--- src/logic/retro_config.svh ---
`ifndef RETRO_CONFIG_SVH
`define RETRO_CONFIG_SVH

// memory bus address width in bits
`define RETRO_ADDR_W 16

// general purpose registers, x0 included
`define RETRO_REG_NUM 32

// program counter value after reset
`define RETRO_START_ADDR 32'h0000_0000

`endif

--- src/logic/retro_pkg.sv ---
`include "retro_config.svh"

package retro_pkg;

  typedef logic [31:0]              word_t;
  typedef logic [`RETRO_ADDR_W-1:0] addr_t;
  typedef logic [4:0]               reg_idx_t;
  typedef logic [7:0]               byte_t;

  typedef enum logic [2:0] {
    S_FETCH0,
    S_FETCH1,
    S_FETCH2,
    S_FETCH3,
    S_EXEC,
    S_STORE                         // waiting for the byte-serial write
  } seq_state_t;

  typedef enum logic [3:0] {
    C_LUI, C_AUIPC, C_JAL, C_JALR, C_BRANCH,
    C_OP_IMM, C_OP_REG, C_STORE, C_NOP
  } op_class_t;

  typedef enum logic [3:0] {
    A_ADD, A_SUB, A_SLL, A_SLT, A_SLTU,
    A_XOR, A_SRL, A_SRA, A_OR, A_AND
  } alu_fn_t;

  typedef struct packed {
    op_class_t op_class;
    alu_fn_t   alu_fn;
    logic [2:0] br_cond;            // funct3 of a branch
    logic [1:0] size;               // store size, log2 of bytes
    reg_idx_t  rd;
    reg_idx_t  rs1;
    reg_idx_t  rs2;
    word_t     imm;                 // sign extended
  } decoded_t;

endpackage

--- src/logic/alu.sv ---
`timescale 1ns/1ps

module alu (
  input  retro_pkg::decoded_t dec,
  input  retro_pkg::word_t    pc,
  input  retro_pkg::word_t    rs1_val,
  input  retro_pkg::word_t    rs2_val,
  output retro_pkg::word_t    result,
  output retro_pkg::word_t    next_pc
);

  retro_pkg::word_t op_b;
  retro_pkg::word_t alu_out;
  retro_pkg::word_t pc_plus4;
  logic             taken;

  assign op_b     = (dec.op_class == retro_pkg::C_OP_REG) ? rs2_val : dec.imm;
  assign pc_plus4 = pc + 32'd4;

  always_comb begin
    case (dec.alu_fn)
      retro_pkg::A_SUB:  alu_out = rs1_val - op_b;
      retro_pkg::A_SLL:  alu_out = rs1_val << op_b[4:0];
      retro_pkg::A_SLT:  alu_out = {31'b0, $signed(rs1_val) < $signed(op_b)};
      retro_pkg::A_SLTU: alu_out = {31'b0, rs1_val < op_b};
      retro_pkg::A_XOR:  alu_out = rs1_val ^ op_b;
      retro_pkg::A_SRL:  alu_out = rs1_val >> op_b[4:0];
      retro_pkg::A_SRA:  alu_out = $unsigned($signed(rs1_val) >>> op_b[4:0]);
      retro_pkg::A_OR:   alu_out = rs1_val | op_b;
      retro_pkg::A_AND:  alu_out = rs1_val & op_b;
      default:           alu_out = rs1_val + op_b;  // also store ea and jalr target
    endcase
  end

  always_comb begin
    case (dec.br_cond)
      3'b000:  taken = rs1_val == rs2_val;
      3'b001:  taken = rs1_val != rs2_val;
      3'b100:  taken = $signed(rs1_val) < $signed(rs2_val);
      3'b101:  taken = $signed(rs1_val) >= $signed(rs2_val);
      3'b110:  taken = rs1_val < rs2_val;
      default: taken = rs1_val >= rs2_val;
    endcase
  end

  always_comb begin
    result  = alu_out;
    next_pc = pc_plus4;
    case (dec.op_class)
      retro_pkg::C_LUI:   result = dec.imm;
      retro_pkg::C_AUIPC: result = pc + dec.imm;
      retro_pkg::C_JAL: begin
        result  = pc_plus4;           // link
        next_pc = pc + dec.imm;
      end
      retro_pkg::C_JALR: begin
        result  = pc_plus4;
        next_pc = {alu_out[31:1], 1'b0};
      end
      retro_pkg::C_BRANCH: next_pc = taken ? pc + dec.imm : pc_plus4;
      default: result = alu_out;
    endcase
  end

endmodule

--- src/logic/instr_decoder.sv ---
`timescale 1ns/1ps

module instr_decoder (
  input  retro_pkg::word_t    inst,
  output retro_pkg::decoded_t dec
);

  logic [6:0]       opcode;
  logic [2:0]       funct3;
  logic             alt;            // funct7 bit 5
  retro_pkg::word_t imm_i;
  retro_pkg::word_t imm_s;
  retro_pkg::word_t imm_b;
  retro_pkg::word_t imm_u;
  retro_pkg::word_t imm_j;

  assign opcode = inst[6:0];
  assign funct3 = inst[14:12];
  assign alt    = inst[30];

  assign imm_i = {{20{inst[31]}}, inst[31:20]};
  assign imm_s = {{20{inst[31]}}, inst[31:25], inst[11:7]};
  assign imm_b = {{19{inst[31]}}, inst[31], inst[7], inst[30:25], inst[11:8], 1'b0};
  assign imm_u = {inst[31:12], 12'b0};
  assign imm_j = {{11{inst[31]}}, inst[31], inst[19:12], inst[20], inst[30:21], 1'b0};

  function automatic retro_pkg::alu_fn_t fn_of(input logic [2:0] f3, input logic sub_sra);
    case (f3)
      3'b000:  fn_of = sub_sra ? retro_pkg::A_SUB : retro_pkg::A_ADD;
      3'b001:  fn_of = retro_pkg::A_SLL;
      3'b010:  fn_of = retro_pkg::A_SLT;
      3'b011:  fn_of = retro_pkg::A_SLTU;
      3'b100:  fn_of = retro_pkg::A_XOR;
      3'b101:  fn_of = sub_sra ? retro_pkg::A_SRA : retro_pkg::A_SRL;
      3'b110:  fn_of = retro_pkg::A_OR;
      default: fn_of = retro_pkg::A_AND;
    endcase
  endfunction

  always_comb begin
    dec.op_class = retro_pkg::C_NOP;
    dec.alu_fn   = retro_pkg::A_ADD;
    dec.br_cond  = funct3;
    dec.size     = funct3[1:0];
    dec.rd       = inst[11:7];
    dec.rs1      = inst[19:15];
    dec.rs2      = inst[24:20];
    dec.imm      = imm_i;
    case (opcode)
      7'b0110111: begin
        dec.op_class = retro_pkg::C_LUI;
        dec.imm      = imm_u;
      end
      7'b0010111: begin
        dec.op_class = retro_pkg::C_AUIPC;
        dec.imm      = imm_u;
      end
      7'b1101111: begin
        dec.op_class = retro_pkg::C_JAL;
        dec.imm      = imm_j;
      end
      7'b1100111: begin
        if (funct3 == 3'b000) begin
          dec.op_class = retro_pkg::C_JALR;
        end
      end
      7'b1100011: begin
        dec.imm = imm_b;
        if (funct3[2:1] != 2'b01) begin     // 010 and 011 are reserved
          dec.op_class = retro_pkg::C_BRANCH;
        end
      end
      7'b0010011: begin
        dec.op_class = retro_pkg::C_OP_IMM;
        dec.alu_fn   = fn_of(funct3, alt && funct3 == 3'b101);
        if (funct3[1:0] == 2'b01) begin
          dec.imm = {27'b0, inst[24:20]};  // shamt only
        end
      end
      7'b0110011: begin
        dec.op_class = retro_pkg::C_OP_REG;
        dec.alu_fn   = fn_of(funct3, alt);
      end
      7'b0100011: begin
        dec.imm = imm_s;
        if (!funct3[2] && funct3[1:0] != 2'b11) begin
          dec.op_class = retro_pkg::C_STORE;
        end
      end
      default: dec.op_class = retro_pkg::C_NOP;  // fence, system, loads
    endcase
    if (dec.op_class inside {retro_pkg::C_BRANCH, retro_pkg::C_STORE, retro_pkg::C_NOP}) begin
      dec.rd = '0;
    end
  end

endmodule

--- src/logic/instr_sequencer.sv ---
`timescale 1ns/1ps
`include "retro_config.svh"

module instr_sequencer (
  input  logic                clk,
  input  logic                arst_n,
  input  logic                hold,
  input  retro_pkg::byte_t    data_in,
  input  retro_pkg::decoded_t dec,
  input  retro_pkg::word_t    next_pc,
  input  logic                store_done,
  output retro_pkg::word_t    inst,
  output retro_pkg::word_t    pc,
  output retro_pkg::addr_t    fetch_addr,
  output logic                rd_we,
  output logic                store_start
);

  retro_pkg::seq_state_t state;
  logic [1:0]            byte_idx;
  logic                  fetching;
  logic                  writes_rd;

  always_comb begin
    fetching = 1'b1;
    case (state)
      retro_pkg::S_FETCH0: byte_idx = 2'd0;
      retro_pkg::S_FETCH1: byte_idx = 2'd1;
      retro_pkg::S_FETCH2: byte_idx = 2'd2;
      retro_pkg::S_FETCH3: byte_idx = 2'd3;
      default: begin
        byte_idx = 2'd0;
        fetching = 1'b0;
      end
    endcase
  end

  assign fetch_addr = pc[`RETRO_ADDR_W-1:0] + retro_pkg::addr_t'(byte_idx);

  assign writes_rd = dec.op_class inside {retro_pkg::C_LUI, retro_pkg::C_AUIPC,
                                          retro_pkg::C_JAL, retro_pkg::C_JALR,
                                          retro_pkg::C_OP_IMM, retro_pkg::C_OP_REG};

  // single accepted EXEC cycle, so one pulse each
  assign rd_we       = (state == retro_pkg::S_EXEC) && !hold && writes_rd;
  assign store_start = (state == retro_pkg::S_EXEC) && !hold &&
                       (dec.op_class == retro_pkg::C_STORE);

  always_ff @(posedge clk or negedge arst_n) begin
    if (!arst_n) begin
      state <= retro_pkg::S_FETCH0;
      pc    <= `RETRO_START_ADDR;
    end else if (!hold) begin
      case (state)
        retro_pkg::S_FETCH0: state <= retro_pkg::S_FETCH1;
        retro_pkg::S_FETCH1: state <= retro_pkg::S_FETCH2;
        retro_pkg::S_FETCH2: state <= retro_pkg::S_FETCH3;
        retro_pkg::S_FETCH3: state <= retro_pkg::S_EXEC;
        retro_pkg::S_EXEC: begin
          pc    <= next_pc;
          state <= (dec.op_class == retro_pkg::C_STORE) ? retro_pkg::S_STORE
                                                        : retro_pkg::S_FETCH0;
        end
        retro_pkg::S_STORE: begin
          if (store_done) begin
            state <= retro_pkg::S_FETCH0;
          end
        end
        default: state <= retro_pkg::S_FETCH0;
      endcase
    end
  end

  always_ff @(posedge clk) begin
    if (!hold && fetching) begin
      inst[{byte_idx, 3'b000} +: 8] <= data_in;  // little-endian lanes
    end
  end

  assert property (@(posedge clk) disable iff (!arst_n) !(rd_we && store_start));

  // stores are only entered from execute
  assert property (@(posedge clk) disable iff (!arst_n)
    (state == retro_pkg::S_STORE && $past(state) != retro_pkg::S_STORE)
      |-> $past(state) == retro_pkg::S_EXEC);

endmodule

--- src/logic/reg_file.sv ---
`timescale 1ns/1ps
`include "retro_config.svh"

module reg_file (
  input  logic                clk,
  input  logic                arst_n,
  input  retro_pkg::reg_idx_t rs1,
  input  retro_pkg::reg_idx_t rs2,
  input  retro_pkg::reg_idx_t rd,
  input  logic                rd_we,
  input  retro_pkg::word_t    rd_val,
  output retro_pkg::word_t    rs1_val,
  output retro_pkg::word_t    rs2_val
);

  retro_pkg::word_t regs [`RETRO_REG_NUM];

  always_ff @(posedge clk or negedge arst_n) begin
    if (!arst_n) begin
      for (int i = 0; i < `RETRO_REG_NUM; i++) begin
        regs[i] <= '0;
      end
    end else if (rd_we && rd != '0) begin   // x0 stays zero
      regs[rd] <= rd_val;
    end
  end

  assign rs1_val = (rs1 == '0) ? '0 : regs[rs1];
  assign rs2_val = (rs2 == '0) ? '0 : regs[rs2];

endmodule

--- src/logic/retro_core.sv ---
`timescale 1ns/1ps

module retro_core (
  input  logic              clk,
  input  logic              arst_n,
  input  logic              hold,
  output retro_pkg::addr_t  address,
  input  retro_pkg::byte_t  data_in,
  output retro_pkg::byte_t  data_out,
  output logic              wren
);

  retro_pkg::word_t    inst;
  retro_pkg::word_t    pc;
  retro_pkg::addr_t    fetch_addr;
  retro_pkg::decoded_t dec;
  retro_pkg::word_t    rs1_val;
  retro_pkg::word_t    rs2_val;
  retro_pkg::word_t    result;
  retro_pkg::word_t    next_pc;
  logic                rd_we;
  logic                store_start;
  logic                store_done;

  instr_sequencer u_seq (
    .clk         (clk),
    .arst_n      (arst_n),
    .hold        (hold),
    .data_in     (data_in),
    .dec         (dec),
    .next_pc     (next_pc),
    .store_done  (store_done),
    .inst        (inst),
    .pc          (pc),
    .fetch_addr  (fetch_addr),
    .rd_we       (rd_we),
    .store_start (store_start)
  );

  instr_decoder u_dec (
    .inst (inst),
    .dec  (dec)
  );

  reg_file u_regs (
    .clk     (clk),
    .arst_n  (arst_n),
    .rs1     (dec.rs1),
    .rs2     (dec.rs2),
    .rd      (dec.rd),
    .rd_we   (rd_we),
    .rd_val  (result),
    .rs1_val (rs1_val),
    .rs2_val (rs2_val)
  );

  alu u_alu (
    .dec     (dec),
    .pc      (pc),
    .rs1_val (rs1_val),
    .rs2_val (rs2_val),
    .result  (result),
    .next_pc (next_pc)
  );

  store_unit u_store (
    .clk         (clk),
    .arst_n      (arst_n),
    .hold        (hold),
    .store_start (store_start),
    .ea          (result),                 // rs1 + imm for stores
    .wdata       (rs2_val),
    .size        (dec.size),
    .fetch_addr  (fetch_addr),
    .address     (address),
    .data_out    (data_out),
    .wren        (wren),
    .store_done  (store_done)
  );

endmodule

--- src/logic/store_unit.sv ---
`timescale 1ns/1ps
`include "retro_config.svh"

module store_unit (
  input  logic             clk,
  input  logic             arst_n,
  input  logic             hold,
  input  logic             store_start,
  input  retro_pkg::word_t ea,
  input  retro_pkg::word_t wdata,
  input  logic [1:0]       size,
  input  retro_pkg::addr_t fetch_addr,
  output retro_pkg::addr_t address,
  output retro_pkg::byte_t data_out,
  output logic             wren,
  output logic             store_done
);

  logic [2:0]       remain;         // bytes left incl. current
  retro_pkg::addr_t st_addr;
  logic [23:0]      pending;        // upper bytes not yet on the bus
  logic             busy;

  assign busy       = remain != 3'd0;
  assign address    = busy ? st_addr : fetch_addr;
  assign wren       = busy && !hold;
  assign store_done = busy && remain == 3'd1;

  always_ff @(posedge clk or negedge arst_n) begin
    if (!arst_n) begin
      remain   <= '0;
      data_out <= '0;
    end else if (!hold) begin
      if (store_start) begin
        case (size)
          2'b00:   remain <= 3'd1;
          2'b01:   remain <= 3'd2;
          default: remain <= 3'd4;
        endcase
        data_out <= wdata[7:0];         // byte 0 goes out first
      end else if (busy) begin
        remain   <= remain - 3'd1;
        data_out <= pending[7:0];
      end
    end
  end

  always_ff @(posedge clk) begin
    if (!hold) begin
      if (store_start) begin
        st_addr <= ea[`RETRO_ADDR_W-1:0];
        pending <= wdata[31:8];
      end else if (busy) begin
        st_addr <= st_addr + retro_pkg::addr_t'(1);
        pending <= pending >> 8;
      end
    end
  end

  assert property (@(posedge clk) disable iff (!arst_n) store_start |-> !busy);

endmodule

--- config.mk ---
export PLATFORM = sky130hd
export DESIGN_NAME = retro_core
export DESIGN_NICKNAME = d
export VERILOG_FILES = /design/src/logic/retro_pkg.sv /design/src/logic/alu.sv /design/src/logic/instr_decoder.sv /design/src/logic/instr_sequencer.sv /design/src/logic/reg_file.sv /design/src/logic/retro_core.sv /design/src/logic/store_unit.sv
export VERILOG_INCLUDE_DIRS = /design/src /design/src/logic
export SDC_FILE = /design/constraint.sdc
export NUM_CORES = 2
export LEC_CHECK = 0
export BUFFER_PORTS_ARGS = -buffer_cell sky130_fd_sc_hd__buf_2
export CAP_MARGIN = 20
export CORE_MARGIN = 10
export CORE_UTILIZATION = 50
export DETAILED_ROUTE_END_ITERATION = 10
export PLACE_DENSITY = 0.63
export SKIP_CTS_REPAIR_TIMING = 1
export SLEW_MARGIN = 20
export SYNTH_ARGS = -nofsm -noshare
export SYNTH_HDL_FRONTEND = slang
export SYNTH_SLANG_ARGS = --single-unit
--- constraint.sdc ---
create_clock -name clk -period 9.9 [get_ports clk]
set_input_delay 1.98 -clock clk [delete_from_list [all_inputs] [get_ports clk]]
set_output_delay 1.98 -clock clk [all_outputs]
set_load 0.1 [all_outputs]
==> flow_metrics.env <==
export IMPL_h_tree_depth=4
export IMPL_synthToLayoutAreaGrowth_pct=8.98
export IMPL_leakage_nw=35.2
export IMPL_synth_nets=7303
export IMPL_grt_use_total=0.380
export IMPL_fmax_mhz=122
export IMPL_reg2reg_from="u_seq.inst[17]$_DFFE_PP_"
export IMPL_drv_slew=0
export IMPL_drv_cap=0
export IMPL_r2r_end="u_regs.regs[383]$_DFFE_PN0P_"
export IMPL_io_pins=36
export IMPL_setup_violations=0
export IMPL_period_share=0.831
export IMPL_r2r_setup_slack_ns=1.67
export IMPL_worst_endpoint_required_ns=10.62
export IMPL_worst_hold_startpoint="u_regs.regs[1003]$_DFFE_PN0P_"
export IMPL_drc_errors=0
export IMPL_first_iter_violations=8657
export IMPL_clock_latency_ns=0.81
export IMPL_crit_start="u_seq.inst[17]$_DFFE_PP_"
export IMPL_ant_nets=0
export IMPL_antenna_found_initial=24
export IMPL_criticalPathCategory="flip-flop to flip-flop"
export IMPL_tns_ns=0
export IMPL_die_w_um=404
export IMPL_critPathArrivalTime_ns=8.95
export IMPL_initial_core_util=0.502
export IMPL_rsz0062_at_grt="false"
export IMPL_syn_avg_cell_area_um2=10.4
export IMPL_grt_pass1_vias=60100
export IMPL_die_area_um2=164000
export IMPL_outcome="completed"
export IMPL_max_slew_margin=0.171
export IMPL_grt_max_degree=170
export IMPL_layout_drive_gt1_share=0.223
export IMPL_yosys_area_top_type="dfrtp_1"
export IMPL_yosys_top_cells_area="dfrtp_1 (36%), mux4_2 (14%), mux2_2 (7.4%)"
export IMPL_gp_congestion=1.08
export IMPL_worst_slack_ns=1.67
export IMPL_grt_overflow_total=0
export IMPL_yosysWarnings=0
export IMPL_crit_path_end_kind="flip-flop"
export IMPL_drt_total_wl_mm=317
export IMPL_grt_pass1_wl_mm=449
export IMPL_die_y_um=404
export IMPL_reg2reg_depth=22
export IMPL_synthesis_area_um2=73900
export IMPL_rows=141
export IMPL_synthFlopType="dfrtp_1"
export IMPL_yosysTopAreaCellShare=0.362
export IMPL_design_core_area_um2=147000
export IMPL_cts_tree="done"
export IMPL_cts_buffers=132
export IMPL_hold_viol_final=0
export IMPL_nNetsFinal=7044
export IMPL_synth_edf_count=72
export IMPL_ctsRootBufferMaster="clkbuf_16"
export IMPL_dp_hpwl_mm=212
export IMPL_vias=62400
export IMPL_avgViaCountPerCell=7.00
export IMPL_hp_class="flip-flop to flip-flop"
export IMPL_wl_per_cell_um=35.6
export IMPL_endpoint="u_regs.regs[383]$_DFFE_PN0P_"
export IMPL_skew_ns=0.0604
export IMPL_synth_distinct_cells=103
export IMPL_period_needed_ns=8.23
export IMPL_cp_max_fo=31
export IMPL_clk_pin_slew_worst_paths_ns=0.06
export IMPL_ir_worst_vdd_v=0.000230
export IMPL_worst_pin_slew_ns=1.24
export IMPL_pre_cts_ws_ns=2.02
export IMPL_power_density_nw_per_um2=214
export IMPL_synthCells=7116
export IMPL_cts_sinks=1142
export IMPL_dr_pass1_iters=8
export IMPL_ys_async_sr_fraction=0.937
export IMPL_clock_path_buffers=3
export IMPL_ys_seq_area_frac=0.392
export IMPL_port_buffers=35
export IMPL_ys_seq_elements=1142
export IMPL_setup_worst_path_start_class="flip-flop"
==> cell usage after synthesis (73+ instances only) <==
cell type / instances
inv_1: 136
nand3_1: 137
mux2i_1: 278
a21o_1: 75
o31ai_1: 74
nand2_1: 909
buf_2: 107
nor2_1: 316
mux4_2: 457
o22ai_1: 75
clkbuf_1: 425
o21ai_0: 726
a21oi_1: 253
xnor2_1: 89
nor3_1: 127
ha_1: 172
and2_1: 73
dfrtp_1: 1070
mux2_2: 486
==> stage by stage <==
stage / total power [mW] / area [um2] / cells / util / hold slack, ns
floorplan: 9.56 / 73900 / 7116 / - / 0.437
global placement: 12.0 / 75900 / 8650 / 0.515 / 0.377
detailed placement: 12.0 / 75900 / 8651 / 0.516 / 0.385
CTS: 17.1 / 80500 / 8890 / 0.546 / 0.397
global route: 17.8 / 80500 / 8894 / 0.547 / 0.406
finish: 17.2 / 80500 / 8906 / 0.547 / 0.395
==> state kept, by name (all words and copies together), names as in the netlist <==
name              cells
u_seq.state           3
u_store.pending      24
u_store.st_addr      16
u_store.data_out      8
u_seq.pc             32
u_seq.inst           32
u_regs.regs        1024
u_store.remain        3
==> critical path: stages, from the launching register on <==
cell	delay, ns
edfxtp_1	0.59
or3b_2	0.94
buf_12	0.33
o22ai_1	0.23
nor4_1	0.12
nor4_2	0.94
nand2_1	0.46
inv_1	0.21
ha_1	0.32
o21a_1	0.20
o21a_1	0.13
nand2_1	0.05
a21oi_1	0.33
o311ai_1	0.19
buf_4	0.19
o41ai_1	0.60
a221oi_1	0.26
o31ai_1	0.53
a21oi_1	0.19
mux2i_1	0.19
a31oi_2	0.52
buf_4	0.40
mux2_2	0.22
==> layout by cell type (no fill, tap or decap), drive strengths merged, types with 147 or more instances in the layout <==
cell / n
dfrtp: 1070
mux2i: 279
clkbuf: 201
o21ai: 800
nand2: 911
mux2: 486
ha: 172
a21oi: 255
buf: 266
nor2: 316
mux4: 457
inv: 147
==> worst min-delay path by stage <==
stage                                      end  slack (ns)  cells after the start
6_report         u_regs.regs[1003]$_DFFE_PN0P_        0.40                      0
5_1_grt           u_regs.regs[998]$_DFFE_PN0P_        0.41                      0
4_1_cts          u_regs.regs[1003]$_DFFE_PN0P_        0.40                      0
3_5_place_dp     u_regs.regs[1003]$_DFFE_PN0P_        0.39                      0
3_3_place_gp     u_regs.regs[1015]$_DFFE_PN0P_        0.38                      0
2_1_floorplan  u_store.data_out[4]$_DFFE_PN0P_        0.44                      2
==> cells by family after synthesis <==
| kind of cell | synth area share |
|---|---|
| adders and majority gates | 0.0302 |
| and+or+nand+nor | 0.111 |
| buffers and inverters | 0.0483 |
| AOI/OAI and AO/OA | 0.154 |
| xor gates and xnor gates | 0.0145 |
| muxes | 0.251 |
| DFF | 0.392 |
==> cell type report <==
class | count | area, um2
Multi-Input combinational cell | 5170 | 41900
Tap cell | 1930 | 2410
Timing Repair Buffer | 268 | 2130
Antenna cell | 14 | 35.0
Clock buffer | 199 | 3950
Inverter | 143 | 547
Clock inverter | 40 | 603
Sequential cell | 1142 | 28900
Fill cell | 12800 | 66800
==> where the power goes <==
group | total [mW] | switching [mW] | internal (mW)
registers | 5.19 | 0.255 | 4.94
logic | 6.96 | 5.07 | 1.89
clock network | 5.10 | 2.14 | 2.96
==> metal layers <==
layer,GRT usage,part of all wire,up-vias
li1,-,-,26000
met1,0.501,0.39,31800
met2,0.548,0.43,3769
met3,0.121,0.11,874
met4,0.222,0.067,10
met5,0,0.00022,-
(Power assumes the default switching activity.)
